===== src/logic/st_consts.svh =====
`ifndef ST_CONSTS_SVH
`define ST_CONSTS_SVH

// ------------------------------
// Tag space
// ------------------------------

// Store tag width and the tag count it spans
`define ST_TAG_W 5
`define ST_NUM_TAGS 32

// ------------------------------
// Retry address slice
// ------------------------------

// Address bits kept per tag in the retry memory
`define ST_EA_KEEP_HI 31
`define ST_EA_KEEP_LO 7

// ------------------------------
// Command encodings
// ------------------------------

// DMA write opcodes, plain and no-snoop variant
`define ST_OP_DMA_W 8'h20
`define ST_OP_DMA_W_N 8'h24

// Marker bits inside the afutag field
`define ST_AFUTAG_STORE_BIT 13
`define ST_AFUTAG_RETRY_BIT 9

`endif


===== src/logic/st_pkg.sv =====
`default_nettype none

`include "st_consts.svh"

package st_pkg;

  // ------------------------------
  // Tags
  // ------------------------------

  // Store tag as handed out by the arbiter
  typedef logic [`ST_TAG_W-1:0] tag_t;

  // One bit per tag, used for the tag-available pulses
  typedef logic [`ST_NUM_TAGS-1:0] tag_vec_t;

  // ------------------------------
  // Command fields
  // ------------------------------

  // Data length code, 3 means 256 bytes
  typedef logic [1:0] dl_t;

  // Cache-line address
  typedef logic [63:6] ea_t;

  // Address slice kept per tag for retries
  typedef logic [`ST_EA_KEEP_HI:`ST_EA_KEEP_LO] ea_keep_t;

  // Tag field sent with the command
  typedef logic [15:0] afutag_t;

  // Address field of the command bus
  typedef logic [67:0] ea_obj_t;

  // Command opcode
  typedef logic [7:0] opcode_t;

  // ------------------------------
  // Retry sequencer
  // ------------------------------

  // One-hot states, one bit per state
  typedef enum logic [4:0] {
    RTRY_IDLE         = 5'b00001,
    RTRY_WAIT_BACKOFF = 5'b00010,
    RTRY_REQ          = 5'b00100,
    RTRY_WAIT_GNT     = 5'b01000,
    RTRY_ABORT        = 5'b10000
  } rtry_state_t;

endpackage

`default_nettype wire


===== src/logic/st_retry_seq.sv =====
`timescale 1ns/1ps
`default_nettype none

module st_retry_seq
(
  input  logic clock,
  input  logic reset,
  input  logic rtry_start,
  input  logic rtry_immediate,
  input  logic rtry_backoff,
  input  logic rtry_abort,
  input  logic rtry_backoff_done,
  input  logic rtry_gnt,
  output logic rtry_req
);

  // Current and next state
  st_pkg::rtry_state_t state_q;
  st_pkg::rtry_state_t state_d;

  // ------------------------------
  // Next state and request
  // ------------------------------

  always_comb
  begin
    // Hold by default, no request
    state_d  = state_q;
    rtry_req = 1'b0;
    case (state_q)
      st_pkg::RTRY_IDLE:
      begin
        // Start pulses only count here
        if (rtry_start)
        begin
          if (rtry_immediate)
          begin
            state_d  = st_pkg::RTRY_REQ;
            rtry_req = 1'b1;
          end
          else if (rtry_backoff)
          begin
            // Backoff may already be over
            if (rtry_backoff_done)
            begin
              state_d  = st_pkg::RTRY_REQ;
              rtry_req = 1'b1;
            end
            else
            begin
              state_d = st_pkg::RTRY_WAIT_BACKOFF;
            end
          end
          else if (rtry_abort)
          begin
            state_d = st_pkg::RTRY_ABORT;
          end
        end
      end
      st_pkg::RTRY_WAIT_BACKOFF:
      begin
        // Timer still running
        if (rtry_backoff_done)
        begin
          state_d  = st_pkg::RTRY_REQ;
          rtry_req = 1'b1;
        end
      end
      st_pkg::RTRY_REQ:
      begin
        // Memory read issued, go wait for the arbiter
        state_d = st_pkg::RTRY_WAIT_GNT;
      end
      st_pkg::RTRY_WAIT_GNT:
      begin
        // No limit on how long the arbiter holds off
        if (rtry_gnt)
        begin
          state_d = st_pkg::RTRY_IDLE;
        end
      end
      st_pkg::RTRY_ABORT:
      begin
        state_d = st_pkg::RTRY_IDLE;
      end
      default:
      begin
        // Any non-one-hot value recovers to idle
        state_d = st_pkg::RTRY_IDLE;
      end
    endcase
  end

  // ------------------------------
  // State register
  // ------------------------------

  always_ff @(posedge clock)
  begin
    if (reset)
    begin
      state_q <= st_pkg::RTRY_IDLE;
    end
    else
    begin
      state_q <= state_d;
    end
  end

endmodule

`default_nettype wire


===== src/logic/st_retry_ea_ram.sv =====
`timescale 1ns/1ps
`default_nettype none

`include "st_consts.svh"

module st_retry_ea_ram
(
  input  logic          clock,
  input  logic          st_gnt,
  input  st_pkg::tag_t  st_tag,
  input  st_pkg::ea_t   st_ea,
  input  logic          rtry_req,
  input  st_pkg::tag_t  rtry_tag,
  input  logic          size_256,
  output st_pkg::ea_t   rtry_ea
);

  // Address slice per tag
  st_pkg::ea_keep_t mem [`ST_NUM_TAGS];

  // Read port
  st_pkg::tag_t     rd_addr;
  st_pkg::ea_keep_t rd_q;

  // Bit 7 of the rebuilt address
  logic             ea_bit7;

  // ------------------------------
  // Write at new grants
  // ------------------------------

  always_ff @(posedge clock)
  begin
    if (st_gnt)
    begin
      mem[st_tag] <= st_ea[`ST_EA_KEEP_HI:`ST_EA_KEEP_LO];
    end
  end

  // ------------------------------
  // Read at retry requests
  // ------------------------------

  // 256B stores live in the even entry only
  assign rd_addr = {rtry_tag[`ST_TAG_W-1:1], rtry_tag[0] & ~size_256};

  // Data held until the next request
  always_ff @(posedge clock)
  begin
    if (rtry_req)
    begin
      rd_q <= mem[rd_addr];
    end
  end

  // Odd tag in 256B mode retries the upper half
  assign ea_bit7 = rd_q[7] | (size_256 & rtry_tag[0]);

  // Upper bits from the live address, middle from memory
  assign rtry_ea = {st_ea[63:`ST_EA_KEEP_HI+1], rd_q[`ST_EA_KEEP_HI:8], ea_bit7, 1'b0};

endmodule

`default_nettype wire


===== src/logic/st_cmd_issue.sv =====
`timescale 1ns/1ps
`default_nettype none

`include "st_consts.svh"

module st_cmd_issue
(
  input  logic              clock,
  input  st_pkg::dl_t       st_size,
  input  logic              type_sel,
  input  logic              st_gnt,
  input  st_pkg::tag_t      st_tag,
  input  st_pkg::ea_t       st_ea,
  input  logic              rtry_gnt,
  input  st_pkg::tag_t      rtry_tag,
  input  st_pkg::dl_t       rtry_dl,
  input  st_pkg::ea_t       rtry_ea,
  output logic              size_256,
  output logic              cmd_valid,
  output st_pkg::opcode_t   cmd_opcode,
  output st_pkg::ea_obj_t   cmd_ea_obj,
  output st_pkg::afutag_t   cmd_afutag,
  output st_pkg::dl_t       cmd_dl
);

  // Registered store size
  st_pkg::dl_t     size_q;

  // Opcode picked by command type
  st_pkg::opcode_t opcode;

  // ------------------------------
  // Store size
  // ------------------------------

  // Sampled every cycle
  always_ff @(posedge clock)
  begin
    size_q <= st_size;
  end

  assign size_256 = (size_q == 2'b11);

  // No-snoop variant on request
  assign opcode = type_sel ? `ST_OP_DMA_W_N : `ST_OP_DMA_W;

  // ------------------------------
  // Command forming
  // ------------------------------

  always_comb
  begin
    // Idle bus is all zeros
    cmd_valid  = 1'b0;
    cmd_opcode = '0;
    cmd_ea_obj = '0;
    cmd_afutag = '0;
    cmd_dl     = '0;
    if (rtry_gnt)
    begin
      // Retry wins if both grants ever meet
      cmd_valid                        = 1'b1;
      cmd_opcode                       = opcode;
      cmd_ea_obj                       = {4'b0, rtry_ea, 6'b0};
      cmd_afutag[15:14]                = rtry_dl;
      cmd_afutag[`ST_AFUTAG_STORE_BIT] = 1'b1;
      cmd_afutag[`ST_AFUTAG_RETRY_BIT] = 1'b1;
      cmd_afutag[`ST_TAG_W-1:0]        = rtry_tag;
      cmd_dl                           = rtry_dl;
    end
    else if (st_gnt)
    begin
      // New store, tag zero-extended into the low field
      cmd_valid                        = 1'b1;
      cmd_opcode                       = opcode;
      cmd_ea_obj                       = {4'b0, st_ea, 6'b0};
      cmd_afutag[15:14]                = size_q;
      cmd_afutag[`ST_AFUTAG_STORE_BIT] = 1'b1;
      cmd_afutag[`ST_TAG_W-1:0]        = st_tag;
      cmd_dl                           = size_q;
    end
  end

endmodule

`default_nettype wire


===== src/logic/st_resp_tracker.sv =====
`timescale 1ns/1ps
`default_nettype none

`include "st_consts.svh"

module st_resp_tracker
(
  input  logic               clock,
  input  logic               reset,
  input  logic               size_256,
  input  logic               resp_valid,
  input  st_pkg::tag_t       resp_tag,
  input  st_pkg::dl_t        resp_dl,
  input  logic               rtry_start,
  input  logic               rtry_abort,
  input  st_pkg::tag_t       rtry_tag,
  input  st_pkg::dl_t        rtry_dl,
  output st_pkg::tag_vec_t   tag_avail
);

  localparam int NUM_PAIRS = `ST_NUM_TAGS / 2;

  // Tags with bit 0 dropped in 256B mode
  st_pkg::tag_t     resp_idx;
  st_pkg::tag_t     abort_idx;

  // Abort counts as a completed store
  logic             abort_valid;

  // Decoded one-hot sources
  st_pkg::tag_vec_t resp_vec;
  st_pkg::tag_vec_t abort_vec;

  // One half bit per even pair
  logic [NUM_PAIRS-1:0] half_q;
  logic [NUM_PAIRS-1:0] half_d;

  // ------------------------------
  // Decode
  // ------------------------------

  assign abort_valid = rtry_start & rtry_abort;

  assign resp_idx  = {resp_tag[`ST_TAG_W-1:1], resp_tag[0] & ~size_256};
  assign abort_idx = {rtry_tag[`ST_TAG_W-1:1], rtry_tag[0] & ~size_256};

  assign resp_vec  = resp_valid ? (st_pkg::tag_vec_t'(1'b1) << resp_idx) : '0;
  assign abort_vec = abort_valid ? (st_pkg::tag_vec_t'(1'b1) << abort_idx) : '0;

  // ------------------------------
  // Per pair tracking
  // ------------------------------

  for (genvar i = 0; i < NUM_PAIRS; i++)
  begin : g_pair
    always_comb
    begin
      half_d[i] = half_q[i];
      // Half bits only move in 256B mode
      if (size_256)
      begin
        if (resp_vec[2*i] && abort_vec[2*i])
        begin
          // Two 128B halves at once, pair complete
          half_d[i] = 1'b0;
        end
        else if (resp_vec[2*i])
        begin
          half_d[i] = (resp_dl == 2'b11) ? 1'b0 : ~half_q[i];
        end
        else if (abort_vec[2*i])
        begin
          half_d[i] = (rtry_dl == 2'b11) ? 1'b0 : ~half_q[i];
        end
      end
    end

    // Even tag frees once the half bit is back at 0
    assign tag_avail[2*i] = (resp_vec[2*i] | abort_vec[2*i]) & (~half_d[i] | ~size_256);

    // Odd tags never decode in 256B mode
    assign tag_avail[2*i+1] = resp_vec[2*i+1] | abort_vec[2*i+1];
  end

  always_ff @(posedge clock)
  begin
    if (reset)
    begin
      half_q <= '0;
    end
    else
    begin
      half_q <= half_d;
    end
  end

endmodule

`default_nettype wire


===== src/logic/st_engine_top.sv =====
`timescale 1ns/1ps
`default_nettype none

module st_engine_top
(
  input  logic               clock,
  input  logic               reset,
  input  st_pkg::dl_t        st_size,
  input  logic               type_sel,
  input  logic               st_gnt,
  input  st_pkg::tag_t       st_tag,
  input  st_pkg::ea_t        st_ea,
  input  logic               rtry_start,
  input  logic               rtry_immediate,
  input  logic               rtry_backoff,
  input  logic               rtry_abort,
  input  logic               rtry_backoff_done,
  input  st_pkg::tag_t       rtry_tag,
  input  st_pkg::dl_t        rtry_dl,
  input  logic               rtry_gnt,
  input  logic               resp_valid,
  input  st_pkg::tag_t       resp_tag,
  input  st_pkg::dl_t        resp_dl,
  output logic               rtry_req,
  output logic               cmd_valid,
  output st_pkg::opcode_t    cmd_opcode,
  output st_pkg::ea_obj_t    cmd_ea_obj,
  output st_pkg::afutag_t    cmd_afutag,
  output st_pkg::dl_t        cmd_dl,
  output logic               size_256,
  output st_pkg::tag_vec_t   tag_avail
);

  // Rebuilt retry address
  st_pkg::ea_t rtry_ea;

  // ------------------------------
  // Processing part
  // ------------------------------

  st_retry_seq st_retry_seq_inst (
    .clock             (clock),
    .reset             (reset),
    .rtry_start        (rtry_start),
    .rtry_immediate    (rtry_immediate),
    .rtry_backoff      (rtry_backoff),
    .rtry_abort        (rtry_abort),
    .rtry_backoff_done (rtry_backoff_done),
    .rtry_gnt          (rtry_gnt),
    .rtry_req          (rtry_req)
  );

  st_retry_ea_ram st_retry_ea_ram_inst (
    .clock    (clock),
    .st_gnt   (st_gnt),
    .st_tag   (st_tag),
    .st_ea    (st_ea),
    .rtry_req (rtry_req),
    .rtry_tag (rtry_tag),
    .size_256 (size_256),
    .rtry_ea  (rtry_ea)
  );

  // ------------------------------
  // Output side
  // ------------------------------

  st_cmd_issue st_cmd_issue_inst (
    .clock      (clock),
    .st_size    (st_size),
    .type_sel   (type_sel),
    .st_gnt     (st_gnt),
    .st_tag     (st_tag),
    .st_ea      (st_ea),
    .rtry_gnt   (rtry_gnt),
    .rtry_tag   (rtry_tag),
    .rtry_dl    (rtry_dl),
    .rtry_ea    (rtry_ea),
    .size_256   (size_256),
    .cmd_valid  (cmd_valid),
    .cmd_opcode (cmd_opcode),
    .cmd_ea_obj (cmd_ea_obj),
    .cmd_afutag (cmd_afutag),
    .cmd_dl     (cmd_dl)
  );

  // ------------------------------
  // Input side
  // ------------------------------

  st_resp_tracker st_resp_tracker_inst (
    .clock      (clock),
    .reset      (reset),
    .size_256   (size_256),
    .resp_valid (resp_valid),
    .resp_tag   (resp_tag),
    .resp_dl    (resp_dl),
    .rtry_start (rtry_start),
    .rtry_abort (rtry_abort),
    .rtry_tag   (rtry_tag),
    .rtry_dl    (rtry_dl),
    .tag_avail  (tag_avail)
  );

endmodule

`default_nettype wire


===== config.mk =====
export PLATFORM = sky130hd
export DESIGN_NAME = st_engine_top
export DESIGN_NICKNAME = d
export VERILOG_FILES = /design/src/logic/st_pkg.sv /design/src/logic/st_retry_seq.sv /design/src/logic/st_retry_ea_ram.sv /design/src/logic/st_cmd_issue.sv /design/src/logic/st_resp_tracker.sv /design/src/logic/st_engine_top.sv
export VERILOG_INCLUDE_DIRS = /design/src /design/src/logic
export SDC_FILE = /design/constraint.sdc
export NUM_CORES = 1
export LEC_CHECK = 0
export BUFFER_PORTS_ARGS = -buffer_cell sky130_fd_sc_hd__buf_2
export CAP_MARGIN = 15
export CORE_MARGIN = 2
export CORE_UTILIZATION = 30
export DETAILED_ROUTE_END_ITERATION = 8
export PLACE_DENSITY_LB_ADDON = 0.05
export SYNTH_ARGS = -nofsm -noshare
export SYNTH_HDL_FRONTEND = slang
export SYNTH_HIERARCHICAL = 1
export SYNTH_SLANG_ARGS = --single-unit

===== constraint.sdc =====
create_clock -name clock -period 6.8 [get_ports clock]
set_clock_uncertainty 0.2 [all_clocks]
set_input_delay 0.68 -clock clock [delete_from_list [all_inputs] [get_ports clock]]
set_output_delay 0.68 -clock clock [all_outputs]
set_load 0.02 [all_outputs]

# --- Yosys cells after proc, flatten, opt, wreduce, memory -nomap -nowiden ---
# Memory sizes are Yosys's and may differ from the RTL's. A register that Yosys moved wholly into a read port is not among the register bits.
# Cells that the tools add are included.
op_classes:
  shift: 2
  add_sub_neg: 0
  div: 0
  eq_ne: 11
  n_reduce_logical: 17
  bitwise_logic: 102
  magnitude_cmp: 0
  muxes: 126
  multipliers: 0
ops:
  columns: ["operator", "n"]
  rows:
  - ["$mux W1", 104]
  - ["$mux W68", 1]
  - ["$mux W32", 2]
  - ["$mux W64", 1]
  - ["$shl A1 B5 Y32 const A", 2]
  - ["$or A1 B1 Y1", 49]
  - ["$mux W5", 8]
  - ["$not A1 Y1", 33]
  - ["$and A1 B1 Y1", 20]
  - ["$pmux W5 S4", 1]
  - ["$logic_and A1 B1 Y1", 16]
  - ["$mux W8", 2]
  - ["$mux W3", 4]
  - ["$eq A2 B2 Y1 const B", 3]
  - ["$ne A2 B2 Y1 const B", 3]
  - ["$eq A5 B1 Y1 const B", 1]
  - ["$eq A5 B2 Y1 const B", 1]
  - ["$eq A5 B3 Y1 const B", 1]
  - ["$eq A5 B4 Y1 const B", 1]
  - ["$mux W2", 2]
  - ["$ne A4 B4 Y1 const B", 1]
  - ["$reduce_and A4 Y1", 1]
  - ["$pmux W1 S2", 1]
totals:
  wordCells: 262
  latch_bits: 0
  ff_bits: 23
  mem_bits_rw: 800
  mem_bits_ro: 0
  output_inout_bits: 129
  memories: 1
  input_bits: 90
memory_table:
  columns: ["name", "depth", "width", "rd", "rd_clocked_by_memory_dff", "write_ports", "line_no", "rtl"]
  rows:
  - ["st_retry_ea_ram_inst.mem", 32, 25, 1, 1, 1, "st_retry_ea_ram.sv:19", "st_pkg::ea_keep_t mem [`ST_NUM_TAGS];"]

# --- Logic depth before layout (Yosys ltp) ---
# Gate-level depths: netlist of run 1.
logic_depth:
  word_depth: 12
  ltp_mapped: 9
  ltp_nobuf: 6

# --- Cells and area by module ---
# Netlist of run 1, hierarchy kept.
by_module_without_submodules:
  columns: ["module", "area_per_inst_um2", "instances", "cells_per_inst", "seq_area_each_um2"]
  rows:
  - ["st_retry_ea_ram", 31625.3, 1, 1266, 24773.8]
  - ["st_resp_tracker", 1866.8, 1, 280, 320.3]
  - ["st_cmd_issue", 963.4, 1, 116, 40.0]
  - ["st_retry_seq", 292.8, 1, 29, 100.1]

# --- Worst setup path after synthesis of run 1 ---
# Ideal clock, no wire load.
synth_timing:
  path_kind: "input to output"
  startpoint: "in resp_tag[0]"
  endpoint: "out tag_avail[20]"
  n_path_buf: 2
  required_ns: 5.920
  setup_slack_ns: 3.776
  t_arrival_ns: 2.144
  cell_stages: 6
  cell_sequence: "nor2b_1 > buf_6 > or3_1 > clkbuf_1 > o21ai_1 > nor3b_1"
synth_between:
  elab_chain_len: 9
  word_cells_on_any_way: 11
  classes_between: "1 x shift; 4 x mux; 5 x bitwise; 1 x reduce/logical"
synth_rtl:
  columns: ["item", "line_no", "rtl"]
  rows:
  - ["start: declaration", "st_engine_top.sv:22", "input st_pkg::tag_t resp_tag,"]
  - ["$and A1 B1 Y1 *", "st_resp_tracker.sv:44", "assign resp_idx = {resp_tag[`ST_TAG_W-1:1], resp_tag[0] & ~size_256};"]
  - ["$shl A1 B5 Y32 *", "st_resp_tracker.sv:47", "assign resp_vec = resp_valid ? (st_pkg::tag_vec_t'(1'b1) << resp_idx) : '0;"]
  - ["$mux W32 *", "st_resp_tracker.sv:47", null]
  - ["$mux W1 or $logic_and A1 B1 Y1 (tied branches)", "st_resp_tracker.sv:67, st_resp_tracker.sv:62", null]
  - ["$mux W1", "st_resp_tracker.sv:62", "if (resp_vec[2*i] && abort_vec[2*i])"]
  - ["$mux W1", "st_resp_tracker.sv:60", "if (size_256)"]
  - ["$not A1 Y1", "st_resp_tracker.sv:79", "assign tag_avail[2*i] = (resp_vec[2*i] | abort_vec[2*i]) & (~half_d[i] | ~size_256);"]
  - ["$or A1 B1 Y1", "st_resp_tracker.sv:79", null]
  - ["$and A1 B1 Y1 *", "st_resp_tracker.sv:79", null]
  - ["end: declaration", "st_engine_top.sv:31", "output st_pkg::tag_vec_t tag_avail"]
# Every way passes the cells marked *; elsewhere a longest branch is shown, timed or not.

# --- Final worst setup path of run 1 ---
layout_timing:
  startpoint: "reg st_cmd_issue_inst.size_q[0]"
  endpoint: "out tag_avail[28]"
layout_between:
  elab_chain_len: 12
  word_cells_on_any_way: 17
  classes_between: "1 x eq/ne; 2 x shift; 6 x mux; 7 x bitwise; 1 x reduce/logical"
layout_rtl:
  columns: ["item", "line_no", "rtl"]
  rows:
  - ["start: declaration", "st_cmd_issue.sv:27", "st_pkg::dl_t size_q;"]
  - ["start signal: assignment", "st_cmd_issue.sv:39", "size_q <= st_size;"]
  - ["$eq A2 B2 Y1 *", "st_cmd_issue.sv:42", "assign size_256 = (size_q == 2'b11);"]
  - ["$not A1 Y1", "st_resp_tracker.sv:44, st_resp_tracker.sv:45, st_resp_tracker.sv:79", null]
  - ["$and A1 B1 Y1", "st_resp_tracker.sv:45", "assign abort_idx = {rtry_tag[`ST_TAG_W-1:1], rtry_tag[0] & ~size_256};"]
  - ["$shl A1 B5 Y32", "st_resp_tracker.sv:48", "assign abort_vec = abort_valid ? (st_pkg::tag_vec_t'(1'b1) << abort_idx) : '0;"]
  - ["$mux W32", "st_resp_tracker.sv:48", null]
  - ["$mux W1", "st_resp_tracker.sv:71", "else if (abort_vec[2*i])"]
  - ["$mux W1", "st_resp_tracker.sv:67", "else if (resp_vec[2*i])"]
  - ["$mux W1", "st_resp_tracker.sv:62", null]
  - ["$mux W1", "st_resp_tracker.sv:60", null]
  - ["$not A1 Y1", "st_resp_tracker.sv:79", null]
  - ["$or A1 B1 Y1", "st_resp_tracker.sv:79", null]
  - ["$and A1 B1 Y1 *", "st_resp_tracker.sv:79", null]
# Marks and branches as above.

==> results of run 1 <==
-- area by class of cell --
type                    instances  area (um^2)
well taps                    1512         1890
diodes                          1         2.50
inverters                       6         22.5
repair buffers                247         1450
clock inverters                56          546
multi-input cells             679         8710
fillers                     10700        74200
clock buffers                 126         2620
flip-flops and latches        848        25200
-- metal layers --
metal | GRT usage | vias to the layer above | routed length [um]
met5 | 0 | - | 0
met4 | 0.0511 | 0 | 2840
met3 | 0.0281 | 149 | 4770
met2 | 0.300 | 561 | 52500
met1 | 0.259 | 9958 | 50200
li1 | - | 7419 | -
-- flip-flops by register name, indices dropped and copies added (netlist names) --
| register | count |
|---|---|
| st_cmd_issue_inst/size_q | 2 |
| st_resp_tracker_inst/half_q | 16 |
| st_retry_seq_inst/state_q | 5 |
| st_retry_ea_ram_inst/mem | 800 |
| st_retry_ea_ram_inst/rd_q | 25 |
-- stage by stage --
stage	total power [mW]	hold slack [ns]	instances
6_report	11.8	0.215	3475
5_1_grt	12.3	0.180	3475
4_1_cts	12.0	0.152	3474
3_5_place_dp	6.76	0.326	3287
3_3_place_gp	6.76	0.297	3287
2_1_floorplan	6.46	0.277	1713
-- cell usage in the layout (no fill, tap or decap), types with 8 or more instances in the layout --
cell type    n
edfxtp_1   825
mux4_2     250
buf_2      191
clkbuf_16  100
a22o_1      64
buf_4       46
nor2_4      33
nor2_1      28
mux2_2      25
clkbuf_1    24
conb_1      24
dfxtp_1     23
nand2_1     22
nor3_1      22
clkinv_2    21
o22ai_1     19
clkinv_1    18
nand3_1     17
a21oi_1     17
o21ai_1     15
a31oi_1     12
bufinv_16    9
nand3b_1     9
nor4_1       8
o21ai_0      8
-- kinds of logic (layout without fill, tap and decap cells) --
kind of cell,after synthesis,in the layout,share of synthesized area
simple gates,210,210,0.0340
compound gates,169,169,0.0360
flops,848,848,0.726
other cells,2,25,0.000216
buf+inv,186,435,0.0332
mux,276,276,0.170
-- worst max-delay path: stages, from the launching register on --
cell and delay (ns):
dfxtp_1 0.35, and2_1 0.72, nor2b_1 0.34, or3_1 0.66, nor2_1 0.23, or4_1 0.16
a21boi_1 0.30, buf_2 0.23
-- final timing paths --
path                             startpoint                             end  slack (ns)  cells after the start
max             st_cmd_issue_inst/size_q[0]                   tag_avail[28]        2.25                      7
min reg2reg  st_resp_tracker_inst/half_q[2]  st_resp_tracker_inst/half_q[2]        0.34                      1
min                          rtry_immediate    st_retry_seq_inst/state_q[1]        0.21                      4
max reg2reg     st_cmd_issue_inst/size_q[0]   st_retry_ea_ram_inst/rd_q[18]        2.47                      6
-- power groups by stage --
| stage | Sequential [mW] | Clock (mW) | Combinational, mW |
|---|---|---|---|
| 2_1_floorplan | 5.94 | 0 | 0.521 |
| 3_3_place_gp | 5.94 | 0 | 0.813 |
| 3_5_place_dp | 5.94 | 0 | 0.816 |
| 4_1_cts | 5.83 | 5.36 | 0.821 |
| 5_1_grt | 5.84 | 5.57 | 0.863 |
| 6_report | 5.83 | 5.20 | 0.801 |
==> flow_metrics.tcl, run 1 <==
set metrics [dict create \
    drc_errors 0 \
    p_clk_frac 0.439 \
    drive_gt1_frac 0.365 \
    clk_pin_slew_ns 0.06 \
    path_class "reg2out" \
    p_per_area_mw_per_mm2 292 \
    grt_setup_unrepaired "no" \
    timing.final.ws_setup_ns 2.25 \
    antenna_found_initial 5 \
    slew_viol_final 0 \
    hp-class "in2reg" \
    insertion_delay_ns 0.67 \
    ys_seq_elements 848 \
    num_vias 18087 \
    wl_um 110000 \
    grt_pass1_vias 18507 \
    synth_area_mm2 0.0347 \
    grt_pass1_wl_um 151000 \
    dieArea_mm2 0.119 \
    row_count 124 \
    grt_usage 0.185 \
    htreeDepth 3 \
    syn2layout_area_growth_pct 16.5 \
    core_mm2 0.115 \
    synth_area_leaders "edfxtp_1 (71%), mux4_2 (16%), buf_4 (2.1%), a22o_1 (1.6%), dfxtp_1 (1.3%)" \
    final_net_count 1969 \
    post_cts_buffers 0 \
    synthArstFlopShare 0 \
    gp_congestion 0.811 \
    hold_viol_final 0 \
    yosysWarnings 6 \
    cts_buffers 97 \
    grt_max_degree 133 \
    end_kind "output port" \
    cts_resized 0 \
    cap_violations 0 \
    vias_per_cell 5.20 \
    place_ws_ns 2.37 \
    detailed_place_hpwl_um 59200 \
    internal-power_mw 9.18 \
    yosysTopAreaCell "edfxtp_1" \
    cp_max_fo 23 \
    start_util 0.303 \
    vdd_drop_max_uv 188 \
    holdBufCountCts 5 \
    critPathRequiredTime_ns 5.92 \
    tightest_slew_ns 1.04 \
    clock_tree.root_cell "clkbuf_16" \
    chipHeight_um 344 \
    drtIter0Drc 1475 \
    wire_per_inst_um 31.7 \
    p_sw_mw 2.65 \
    relSlewSlack 0.309 \
    clock-sinks 848 \
    ys_top_cells_by_count "edfxtp_1 (825), mux4_2 (250), buf_4 (98)" \
    synth_flop_cell "edfxtp_1" \
    final_util 0.353 \
    die_x_um 344 \
    overflow 0 \
    synthCells 1691 \
    finalSetupTns_ns 0 \
    clockBufferDepth 3 \
    ys_seq_area_frac 0.726 \
    cts_tree "built" \
    place_area_mm2 0.0373 \
    syn_area_per_cell_um2 20.5 \
    ys_types 69 \
    yosysTopAreaCellShare 0.713 \
    io_buffers 195 \
    outcome "completed" \
    finalInstanceArea_mm2 0.0405 \
    p_leak_nw 12.9 \
    cp_data_arrival_time_ns 3.67 \
    sw_frac_of_total 0.224 \
    drtPass1Iterations 5 \
    setup_viol 0 \
    layout_min_cycle_time_ns 4.55 \
    max_freq_ghz 0.220 \
    synth_edf_count 825 \
    io_pins 219 \
    route.antenna.remaining_nets 0 \
    synthMostInstantiatedCell "edfxtp_1" \
    cp-start-kind "register" \
    p_seq_frac 0.493 \
    pwr-share-comb 0.068 \
    fin_crit_sh 0.669 \
]
Note: power is estimated with default switching activity, not from simulation.
==> inputs of run 2 (changes only) <==
==> constraint.sdc (replaced) <==
create_clock -name clock -period 3.8 [get_ports clock]
set_clock_uncertainty 0.2 [all_clocks]
set_input_delay 0.38 -clock clock [delete_from_list [all_inputs] [get_ports clock]]
set_output_delay 0.38 -clock clock [all_outputs]
set_load 0.02 [all_outputs]
==> run 2 against run 1 <==
Worst hold slack lost 0.18 ns. Total power up 77%. First-iteration DRC count increased by 2.8%. Clock power rose by 74%. Setup slack lost 2.0 ns. Critical path depth grew 1. Cell count increased by 0.95%. Global-route usage about the same. Count of clock-buffer cells in the layout up 5. Utilization grew 0.48 points. Critical endpoint unchanged. Largest cell class unchanged.
==> flow_metrics.tcl, run 2 (synthesized netlist as in run 1, its figures left out) <==
set metrics [dict create \
    vias_per_cell 5.19 \
    p_seq_frac 0.498 \
    hold_viol_final 0 \
    regMostFlops "st_retry_ea_ram_inst/mem" \
    layout_commonest_cell "edfxtp_1" \
    clock_tree.root_cell "clkbuf_16" \
    finalSetupTns_ns 0 \
    slew_viol_final 0 \
    outcome "completed" \
    cts_tree "built" \
    drc_errors 0 \
    fin_crit_sh 0.939 \
    grt_pass1_wl_um 151000 \
    layout_min_cycle_time_ns 3.57 \
    drtIter0Drc 1516 \
    io_pins 219 \
    syn2layout_area_growth_pct 18.1 \
    chipHeight_um 344 \
    fill_cells 10580 \
    wire_per_inst_um 31.2 \
    die_x_um 344 \
    antenna_found_initial 6 \
    end_kind "output port" \
    final_net_count 2008 \
    row_count 124 \
    layout_common_cells "edfxtp_1 (825), mux4_2 (250), buf_2 (191)" \
    vdd_drop_max_uv 311 \
    wl_um 109000 \
    hp-class "in2reg" \
    finalInstanceArea_mm2 0.0410 \
    worst-path-buf-inv 2 \
    post_cts_buffers 0 \
    drive_gt1_frac 0.368 \
    hold_ws_ns 0.0390 \
    top_regs "st_retry_ea_ram_inst/mem (800), st_retry_ea_ram_inst/rd_q (25), st_resp_tracker_inst/half_q (16)" \
    start_util 0.303 \
    pwr-share-comb 0.071 \
    largest_reg_flops 800 \
    max_freq_ghz 0.280 \
    drtPass1Iterations 5 \
    path_cells "and2_1 > buf_4 > nor2b_2 > or3_1 > nor2_1 > or4_1 > a21boi_1 > buf_2" \
    grt_setup_unrepaired "no" \
    critical_path.top_delay_family "simple AND/OR/NAND/NOR gates" \
    clockBufferDepth 3 \
    ff_latch_area_mm2 0.0252 \
    overflow 0 \
    internal-power_mw 16.3 \
    relSlewSlack 0.298 \
    critPathRequiredTime_ns 3.22 \
    cp-start-kind "register" \
    num_vias 18212 \
    p_leak_nw 13.1 \
    clk_pin_slew_ns 0.06 \
    p_sw_mw 4.65 \
    detailed_place_hpwl_um 61100 \
    htreeDepth 3 \
    timing.final.ws_setup_ns 0.230 \
    gp_congestion 0.809 \
    clock-sinks 848 \
    io_buffers 195 \
    core_mm2 0.115 \
    cp_max_fo 10 \
    cts_buffers 98 \
    p_per_area_mw_per_mm2 511 \
    sw_frac_of_total 0.222 \
    setup_viol 0 \
    grt_max_degree 56 \
    insertion_delay_ns 0.66 \
    cap_violations 0 \
    dieArea_mm2 0.119 \
    grt_usage 0.185 \
    grt_pass1_vias 18800 \
    cp_data_arrival_time_ns 2.99 \
    place_ws_ns 0.702 \
    path_class "reg2out" \
    tightest_slew_ns 1.05 \
    max_stage_delay_ns 0.44 \
    route.antenna.remaining_nets 0 \
    place_area_mm2 0.0378 \
    multiInputGateArea_mm2 0.00871 \
    slowest_stage "or4_1" \
    p_clk_frac 0.431 \
]
[run 2: stage by stage]
| step | cells | util | total power, mW |
|---|---|---|---|
| 4_1_cts | 3506 | 0.358 | 21.3 |
| 2_1_floorplan | 1713 | - | 11.6 |
| 3_3_place_gp | 3314 | 0.330 | 12.1 |
| 6_report | 3508 | 0.358 | 20.9 |
| 5_1_grt | 3507 | 0.358 | 21.7 |
| 3_5_place_dp | 3314 | 0.330 | 12.1 |
[run 2: cell type report]
cell class,count,area share
clock buffers,131,0.0651
diodes,2,0.000122
repair buffers,285,0.0517
clock inverters,45,0.00903
flip-flops and latches,848,0.615
well taps,1512,0.0461
inverters,6,0.000549
multi-input cells,679,0.212
[run 2: worst paths after layout]
path / end / cells after the start / startpoint / slack (ns)
hold / removal: st_retry_ea_ram_inst/mem[14][15] / 1 / st_ea[16] / 0.04
setup / recovery: tag_avail[28] / 8 / st_cmd_issue_inst/size_q[1] / 0.23
setup reg to reg: st_retry_ea_ram_inst/rd_q[8] / 6 / st_cmd_issue_inst/size_q[1] / 0.73
hold reg to reg: st_resp_tracker_inst/half_q[2] / 1 / st_resp_tracker_inst/half_q[2] / 0.31
[run 2: power groups by stage]
| stage | clock (mW) | sequential (mW) | combinational (mW) |
|---|---|---|---|
| floorplan | 0 | 10.6 | 0.932 |
| global placement | 0 | 10.6 | 1.49 |
| detailed placement | 0 | 10.6 | 1.50 |
| CTS | 9.32 | 10.4 | 1.52 |
| global route | 9.66 | 10.4 | 1.59 |
| finish | 9.03 | 10.4 | 1.48 |
[run 2: per-layer routing]
| metal | share of wire | GRT usage | routed length [um] | vias up |
|---|---|---|---|---|
| li1 | - | - | - | 7500 |
| met1 | 0.45 | 0.252 | 48800 | 9978 |
| met2 | 0.48 | 0.307 | 53100 | 572 |
| met3 | 0.044 | 0.0292 | 4850 | 160 |
| met4 | 0.025 | 0.0540 | 2730 | 2 |
| met5 | 0.00011 | 0 | 12 | - |
[run 2: what timing repair did]
action,4_1_cts,5_1_grt
endpoints found under the hold margin,120,0
endpoints found under the setup margin,0,2
hold buffers,16,0
gates resized for setup,0,2
